[src/hw/ppu_pkg.sv]
`default_nettype none

package ppu_pkg;

    typedef logic [11:0] vram_addr_t;    // Word address into video memory
    typedef logic [31:0] vram_word_t;
    typedef logic [23:0] color_t;        // 8 bits each of R, G and B
    typedef logic [2:0]  color_index_t;  // {palette bit, 2-bit pixel value}
    typedef logic [10:0] hcount_t;
    typedef logic [9:0]  vcount_t;

    // Fetcher side of the four-phase handshake
    typedef struct packed {
        logic       req;
        vram_addr_t addr;  // Held stable while req is high
    } vram_req_t;

    // Arbiter side, data is valid while ack is high
    typedef struct packed {
        logic       ack;
        vram_word_t data;
    } vram_rsp_t;

    // Memory map in words.
    // One map word holds four 8-bit entries of {palette, tile id[6:0]}
    localparam vram_addr_t MAP_BASE = 12'd0;
    localparam vram_addr_t GFX_BASE = 12'd512;   // 16 row words per tile
    localparam vram_addr_t PAL_BASE = 12'd2560;  // Color in bits 23:0

    localparam int TILE_PIXELS  = 16;  // Pixels per row and rows per tile
    localparam int PALETTE_SIZE = 8;

endpackage

`default_nettype wire

[src/hw/vram_arbiter.sv]
`default_nettype none

module vram_arbiter (
    input  logic                clk,
    input  logic                reset,
    input  ppu_pkg::vram_req_t  pal_req,
    input  ppu_pkg::vram_req_t  line_req,
    output ppu_pkg::vram_rsp_t  pal_rsp,
    output ppu_pkg::vram_rsp_t  line_rsp,
    output logic                mem_rd,
    output ppu_pkg::vram_addr_t mem_addr,
    input  ppu_pkg::vram_word_t mem_data
);
    import ppu_pkg::*;

    typedef enum logic [1:0] {IDLE, READ, RESPOND, RELEASE} state_t;

    state_t     state;
    logic       pick_line;  // Client granted if a read starts now
    logic       last_line;  // Last client served, also owns the current transaction
    logic       owner_req;
    vram_word_t data_q;

    // Alternate when both ask, otherwise whoever asks
    assign pick_line = line_req.req && (!pal_req.req || !last_line);
    assign owner_req = last_line ? line_req.req : pal_req.req;

    // Read goes out in the same cycle the request is seen
    assign mem_rd   = (state == IDLE) && (pal_req.req || line_req.req);
    assign mem_addr = pick_line ? line_req.addr : pal_req.addr;

    assign pal_rsp.ack   = (state == RESPOND) && !last_line;
    assign pal_rsp.data  = data_q;
    assign line_rsp.ack  = (state == RESPOND) && last_line;
    assign line_rsp.data = data_q;

    always_ff @(posedge clk) begin
        if (reset) begin
            state     <= IDLE;
            last_line <= 1'b0;
        end else begin
            case (state)
                IDLE: begin
                    if (mem_rd) begin
                        last_line <= pick_line;
                        state     <= READ;
                    end
                end
                READ:    state <= RESPOND;                  // Word arrives this cycle
                RESPOND: if (!owner_req) state <= RELEASE;  // Owner took the data
                RELEASE: state <= IDLE;                     // ack is seen low here
                default: state <= IDLE;
            endcase
        end
    end

    // Response word is held until the next read
    always_ff @(posedge clk) begin
        if (state == READ) begin
            data_q <= mem_data;
        end
    end

endmodule

`default_nettype wire

[src/hw/palette_loader.sv]
`default_nettype none

module palette_loader (
    input  logic                  clk,
    input  logic                  reset,
    input  logic                  vblank,
    output ppu_pkg::vram_req_t    vram_req,
    input  ppu_pkg::vram_rsp_t    vram_rsp,
    input  ppu_pkg::color_index_t color_index,
    output ppu_pkg::color_t       color
);
    import ppu_pkg::*;

    color_t       palette [PALETTE_SIZE];
    color_index_t entry;     // Palette word being fetched
    logic         busy;
    logic         req_q;
    logic         vblank_q;

    assign vram_req.req  = req_q;
    assign vram_req.addr = PAL_BASE + vram_addr_t'(entry);

    assign color = palette[color_index];  // Lookup for the pixel path

    always_ff @(posedge clk) begin
        if (reset) begin
            vblank_q <= 1'b0;
            busy     <= 1'b0;
            req_q    <= 1'b0;
            entry    <= '0;
            for (int i = 0; i < PALETTE_SIZE; i++) begin
                palette[i] <= '0;
            end
        end else begin
            vblank_q <= vblank;
            if (vblank && !vblank_q && !busy) begin
                busy  <= 1'b1;
                entry <= '0;
            end
            if (busy) begin
                if (!req_q && !vram_rsp.ack) begin
                    req_q <= 1'b1;  // Previous ack has gone low
                end else if (req_q && vram_rsp.ack) begin
                    // Each color takes effect as soon as it is captured
                    palette[entry] <= vram_rsp.data[23:0];
                    req_q          <= 1'b0;
                    entry          <= entry + 3'd1;
                    if (entry == color_index_t'(PALETTE_SIZE - 1)) begin
                        busy <= 1'b0;
                    end
                end
            end
        end
    end

endmodule

`default_nettype wire

[src/hw/line_fetcher.sv]
`default_nettype none

module line_fetcher #(
    parameter int LINE_TILES = 40
) (
    input  logic                          clk,
    input  logic                          reset,
    input  logic                          hsync,
    input  ppu_pkg::vcount_t              vcount,
    output ppu_pkg::vram_req_t            vram_req,
    input  ppu_pkg::vram_rsp_t            vram_rsp,
    output logic                          line_ready,
    input  logic [$clog2(LINE_TILES)-1:0] tile_index,
    output ppu_pkg::vram_word_t           tile_row,
    output logic                          tile_palette
);
    import ppu_pkg::*;

    localparam int TILE_W    = $clog2(LINE_TILES);
    localparam int MAP_WORDS = LINE_TILES / 4;  // Map words per tile row

    typedef enum logic [1:0] {IDLE, MAP, GFX} state_t;

    state_t            state;
    logic              hsync_q;
    logic              req_q;
    vcount_t           line_q;    // Line latched at hsync
    logic [TILE_W-1:0] tile;      // Tile of the line being fetched
    vram_word_t        map_word;
    logic [7:0]        entry;     // {palette, tile id} of the current tile
    vram_addr_t        map_addr;
    vram_addr_t        gfx_addr;

    // Line buffer
    vram_word_t            line_gfx [LINE_TILES];
    logic [LINE_TILES-1:0] line_pal;

    assign entry = map_word[{tile[1:0], 3'b000} +: 8];

    // Tile row is line / 16, row within the tile is line % 16
    assign map_addr = MAP_BASE + vram_addr_t'(line_q[9:4]) * vram_addr_t'(MAP_WORDS)
                    + vram_addr_t'(tile >> 2);
    assign gfx_addr = GFX_BASE + vram_addr_t'({entry[6:0], line_q[3:0]});

    assign vram_req.req  = req_q;
    assign vram_req.addr = (state == GFX) ? gfx_addr : map_addr;

    assign tile_row     = line_gfx[tile_index];
    assign tile_palette = line_pal[tile_index];

    always_ff @(posedge clk) begin
        if (reset) begin
            state      <= IDLE;
            hsync_q    <= 1'b0;
            req_q      <= 1'b0;
            line_q     <= '0;
            tile       <= '0;
            line_ready <= 1'b0;
            line_pal   <= '0;
            for (int i = 0; i < LINE_TILES; i++) begin
                line_gfx[i] <= '0;
            end
        end else begin
            hsync_q <= hsync;
            if (hsync && !hsync_q) begin
                line_ready <= 1'b0;
                if (state == IDLE) begin
                    line_q <= vcount;
                    tile   <= '0;
                    state  <= MAP;
                end
            end
            if (state != IDLE) begin
                if (!req_q && !vram_rsp.ack) begin
                    req_q <= 1'b1;
                end else if (req_q && vram_rsp.ack) begin
                    req_q <= 1'b0;
                    if (state == MAP) begin
                        map_word <= vram_rsp.data;  // Entries for the next four tiles
                        state    <= GFX;
                    end else begin
                        line_gfx[tile] <= vram_rsp.data;
                        line_pal[tile] <= entry[7];
                        if (tile == TILE_W'(LINE_TILES - 1)) begin
                            state      <= IDLE;
                            line_ready <= 1'b1;
                        end else begin
                            tile <= tile + 1'b1;
                            if (tile[1:0] == 2'd3) begin
                                state <= MAP;  // Group of four done
                            end
                        end
                    end
                end
            end
        end
    end

endmodule

`default_nettype wire

[src/hw/pixel_generator.sv]
`default_nettype none

module pixel_generator #(
    parameter int LINE_TILES = 40
) (
    input  logic                          clk,
    input  logic                          reset,
    input  logic                          vblank,
    input  logic                          hsync,
    input  ppu_pkg::hcount_t              hcount,
    output logic [$clog2(LINE_TILES)-1:0] tile_index,
    input  ppu_pkg::vram_word_t           tile_row,
    input  logic                          tile_palette,
    output ppu_pkg::color_index_t         color_index,
    input  ppu_pkg::color_t               color,
    output ppu_pkg::color_t               pixel_color
);
    import ppu_pkg::*;

    localparam int      TILE_W      = $clog2(LINE_TILES);
    localparam hcount_t LINE_PIXELS = hcount_t'(LINE_TILES * TILE_PIXELS);

    logic [3:0] pixel;       // Pixel within the tile row
    logic [1:0] pixel_bits;
    logic       blank;

    // hcount / 16 picks the tile, hcount % 16 the pixel
    assign tile_index  = hcount[4 +: TILE_W];
    assign pixel       = hcount[3:0];
    assign pixel_bits  = tile_row[{pixel, 1'b0} +: 2];  // Pixel p in bits 2p+1:2p
    assign color_index = {tile_palette, pixel_bits};

    assign blank = vblank || hsync || (hcount >= LINE_PIXELS);

    // One cycle from hcount to color
    always_ff @(posedge clk) begin
        if (reset) begin
            pixel_color <= '0;
        end else if (blank) begin
            pixel_color <= '0;  // Black outside the active line
        end else begin
            pixel_color <= color;
        end
    end

endmodule

`default_nettype wire

[src/hw/ppu_top.sv]
`default_nettype none

module ppu_top #(
    parameter int LINE_TILES = 40
) (
    input  logic                clk,
    input  logic                reset,
    input  logic                vblank,
    input  logic                hsync,
    input  ppu_pkg::hcount_t    hcount,
    input  ppu_pkg::vcount_t    vcount,
    output logic                mem_rd,
    output ppu_pkg::vram_addr_t mem_addr,
    input  ppu_pkg::vram_word_t mem_data,
    output logic                line_ready,
    output ppu_pkg::color_t     pixel_color
);
    import ppu_pkg::*;

    vram_req_t                     pal_req;
    vram_req_t                     line_req;
    vram_rsp_t                     pal_rsp;
    vram_rsp_t                     line_rsp;
    logic [$clog2(LINE_TILES)-1:0] tile_index;
    vram_word_t                    tile_row;
    logic                          tile_palette;
    color_index_t                  color_index;
    color_t                        color;

    vram_arbiter i_vram_arbiter (
        .clk      (clk),
        .reset    (reset),
        .pal_req  (pal_req),
        .line_req (line_req),
        .pal_rsp  (pal_rsp),
        .line_rsp (line_rsp),
        .mem_rd   (mem_rd),
        .mem_addr (mem_addr),
        .mem_data (mem_data)
    );

    palette_loader i_palette_loader (
        .clk         (clk),
        .reset       (reset),
        .vblank      (vblank),
        .vram_req    (pal_req),
        .vram_rsp    (pal_rsp),
        .color_index (color_index),
        .color       (color)
    );

    line_fetcher #(
        .LINE_TILES (LINE_TILES)
    ) i_line_fetcher (
        .clk          (clk),
        .reset        (reset),
        .hsync        (hsync),
        .vcount       (vcount),
        .vram_req     (line_req),
        .vram_rsp     (line_rsp),
        .line_ready   (line_ready),
        .tile_index   (tile_index),
        .tile_row     (tile_row),
        .tile_palette (tile_palette)
    );

    pixel_generator #(
        .LINE_TILES (LINE_TILES)
    ) i_pixel_generator (
        .clk          (clk),
        .reset        (reset),
        .vblank       (vblank),
        .hsync        (hsync),
        .hcount       (hcount),
        .tile_index   (tile_index),
        .tile_row     (tile_row),
        .tile_palette (tile_palette),
        .color_index  (color_index),
        .color        (color),
        .pixel_color  (pixel_color)
    );

endmodule

`default_nettype wire

[config.mk]
export PLATFORM = sky130hd
export DESIGN_NAME = ppu_top
export DESIGN_NICKNAME = d
export VERILOG_FILES = /design/src/hw/ppu_pkg.sv /design/src/hw/vram_arbiter.sv /design/src/hw/palette_loader.sv /design/src/hw/line_fetcher.sv /design/src/hw/pixel_generator.sv /design/src/hw/ppu_top.sv
export SDC_FILE = /design/constraint.sdc
export NUM_CORES = 2
export LEC_CHECK = 0
export BUFFER_PORTS_ARGS = -buffer_cell sky130_fd_sc_hd__buf_2
export CAP_MARGIN = 25
export CORE_MARGIN = 1
export CORE_UTILIZATION = 40
export CTS_BUF_LIST = sky130_fd_sc_hd__clkbuf_4 sky130_fd_sc_hd__clkbuf_8
export DETAILED_ROUTE_END_ITERATION = 10
export SYNTH_ARGS = -nofsm -noshare
export SYNTH_HDL_FRONTEND = slang
export SYNTH_SLANG_ARGS = --single-unit
[constraint.sdc]
create_clock -name clk -period 6.52 [get_ports clk]
set_input_delay 1.304 -clock clk [delete_from_list [all_inputs] [get_ports clk]]
set_output_delay 1.304 -clock clk [all_outputs]
set_load 0.05 [all_outputs]
==> flow_summary.yaml <==
cts:
  cts_resized: 0
  htree_levels: 5
  clockRootBuffer: "clkbuf_8"
  insertion_delay_ns: 1.15
  hold_buffers: 0
  clkSinkCount: 2398
  clock_path_buffers: 4
  numCtsBuffers: 407
  cts_setup_buffers: 0
  clk_pin_slew_ns: 0.07
  cts_tree: "done"
synthesis:
  syn-num-nets: 6595
  synth_seq_cells: 2398
  synth_most_common_cell: "edfxtp_1"
  yosys-top-cells-count: "2,304 x edfxtp_1, 1,484 x and2_1, 459 x mux4_2"
  synth_cell_type_count: 93
  synth-async-reset-ratio_pct: 0
  syn_inst: 6513
  synth_top_area_share_pct: 65.8
  ys_seq_area_share_pct: 67.6
  syn_avg_cell_area_sq_um: 16.1
  synth_edf_count: 2304
  yosys.area.top_type: "edfxtp_1"
  synth_ff_type: "edfxtp_1"
  synth_area_sq_um: 105000
  ys_top_cells_by_area: "edfxtp_1 66%, mux4_2 9.8%, and2_1 8.8%"
  yosys_warnings: 0
sta:
  max_freq_ghz: 0.173
  min_period_over_period_pct: 88.8
  rsz0062_at_grt: "no"
  setup_violations: 0
  slew_headroom_pct: 18.7
  hold_viol_final: 0
  fin_worst_skew_ns: 0.0922
  finalCriticalPeriod_ns: 5.79
  worst_pin_slew_ns: 1.22
  finalSetupTns_ns: 0
  slew_viol_final: 0
floorplanning:
  die_x_microns: 515
  rows: 187
  start_util_pct: 40.4
  die_h_microns: 515
  coreArea_sq_um: 260000
  dieArea_sq_um: 265000
  io_pins: 95
worst_setup_path:
  r2r_cells: 12
  critPathCaptureType: "primary output"
  cp_slowest_stage_delay_ns: 0.80
  timing.critical_path.buf_inv: 2
  crit_family: "flip-flops"
  crit_fanout: 10
  slowest_stage: "dfxtp_1"
  cp_data_arrival_time_ns: 4.49
  cp.required_ns: 5.22
  crit_chain: "inv_1 > fa_1 > nor2b_1 > o21ai_0 > or3b_2 > o311ai_0 > a21o_1 > buf_2"
  path_class: "flip-flop to primary output"
  worstSetupStartpointType: "flip-flop"
  path_depth: 8
detailed_routing:
  drt-wirelength-per-cell_microns: 33.6
  ant_nets: 0
  first_pass_iters: 7
  drc: 0
  via_per_inst: 5.91
  dr.first_iter.drc_count: 9661
  wl_microns: 358000
  vias: 62900
placed_design:
  globalplace.congestion: 0.979
  hpwl_microns: 212000
  io_buffers: 94
final_layout:
  final_nets: 6900
  area_growth_syn_to_layout_pct: 12.8
  drive_above_1_share_pct: 24.5
global_route:
  grt_pass1_wl_microns: 494000
  overflow: 0
  grt_pass1_vias: 60500
  antenna_found_initial: 46
  track_usage_pct: 26.8
  grt_max_degree: 94
job:
  drv_cap: 0
pwr:
  ir_drop_mv: 0.198
  power.density_nw_per_um2: 292
  p_leak_nw: 41.7
  total_power_mw: 34.6
run_status:
  status: "finished, final reports clean"
hold_path:
  min_delay_path_depth: 1
  hold_path_class: "primary input to flip-flop"
## per-layer routing
metal	GRT usage, %	vias up	part of all wire, %
met2	40.1	4001	45
met1	36.9	32800	39
li1	-	25300	-
met3	6.87	776	12
met5	0	-	0.017
met4	11.3	10	4.6
## logic make-up after synthesis
family                     Yosys count  synth area share, %
adders and majority gates           25                0.312
muxes                              765                 13.5
buffers and inverters              622                 3.12
and+or+nand+nor                   2144                 11.7
AOI/OAI and AO/OA                  550                 3.68
DFF                               2398                 67.6
xor gates and xnor gates             9               0.0750
## cell usage in the layout, fill, tap and decap left out, types with 19 or more instances in the layout
cell / n
mux2i_1: 197
o22ai_1: 39
mux4_1: 46
nor2_2: 27
ha_1: 22
edfxtp_1: 2304
nand3_1: 41
a21o_1: 19
a21oi_1: 117
diode_2: 23
dfxtp_1: 94
a22oi_1: 57
mux4_2: 459
and2_1: 1484
a21o_2: 22
buf_2: 89
a211oi_1: 20
nor3_1: 43
clkinv_1: 99
inv_1: 65
o2bb2ai_1: 24
clkbuf_4: 137
nand2_1: 290
buf_4: 320
clkinv_2: 39
o221ai_1: 31
nor2_4: 34
nor2_1: 77
nor2b_1: 24
mux2_2: 62
buf_12: 32
clkbuf_8: 434
o21ai_0: 71
a221oi_1: 28
## final cells by class
class / instances / area [sq um]
inverters: 68 / 256
diodes: 23 / 57.6
flip-flops and latches: 2398 / 71100
fillers: 22500 / 142000
multi-input cells: 3493 / 31300
clock inverters: 156 / 872
repair buffers: 450 / 3680
clock buffers: 571 / 7000
well taps: 3496 / 4370
## sequential cells by signal (all words and copies together), names as in the netlist
name,flops
i_line_fetcher.line_gfx,2048
i_palette_loader.palette,192
i_line_fetcher.line_pal,40
i_line_fetcher.map_word,32
i_vram_arbiter.data_q,32
i_pixel_generator.pixel_color,24
i_line_fetcher.line_q,10
i_line_fetcher.tile,6
i_palette_loader.entry,3
i_line_fetcher.state,2
i_vram_arbiter.state,2
i_line_fetcher.hsync_q,1
i_line_fetcher.line_ready,1
i_line_fetcher.req_q,1
i_palette_loader.busy,1
i_palette_loader.req_q,1
i_palette_loader.vblank_q,1
i_vram_arbiter.last_line,1
## path summary, 6_finish.rpt
| path | start | end | slack (ns) |
|---|---|---|---|
| setup reg to reg | i_vram_arbiter.state[0] | i_line_fetcher.line_gfx[52][5] | 1.48 |
| hold / removal | mem_data[12] | i_vram_arbiter.data_q[12] | 0.33 |
| hold reg to reg | i_line_fetcher.line_q[3] | i_line_fetcher.line_q[3] | 0.46 |
| setup / recovery | i_line_fetcher.tile[4] | mem_addr[9] | 0.73 |
## worst register-to-register path, cell delays in order, from the launching register on
cell,delay (ns)
dfxtp_1,0.33
inv_1,0.08
ha_1,0.21
nand2_1,0.09
inv_1,0.07
ha_1,0.15
nor2b_1,0.43
nand2_1,0.10
buf_4,0.25
nor2_1,0.54
nand4b_1,0.89
nor2_4,1.20
buf_4,0.42
## metrics by stage
| step | cell area (sq um) | util [%] | cells | worst slack, ns | hold slack, ns |
|---|---|---|---|---|---|
| after detailed placement | 111000 | 42.4 | 9896 | 0.673 | 0.450 |
| final | 119000 | 45.5 | 10700 | 0.729 | 0.329 |
| after global placement | 110000 | 42.4 | 9889 | 0.684 | 0.446 |
| after CTS | 118000 | 45.5 | 10600 | 0.770 | 0.240 |
| after floorplan | 105000 | - | 6513 | 1.87 | 0.433 |
| after global routing | 119000 | 45.5 | 10600 | 0.598 | 0.269 |
## power by group
| part | leakage, nW | internal [mW] | total, mW | switching [mW] |
|---|---|---|---|---|
| Clock | 4.18 | 7.17 | 13.4 | 6.18 |
| Combinational | 14.0 | 0.868 | 3.64 | 2.77 |
| Sequential | 23.4 | 17.5 | 17.7 | 0.138 |
| Total | 41.7 | 25.6 | 34.6 | 9.08 |
Note: power is estimated with default switching activity, not from simulation.
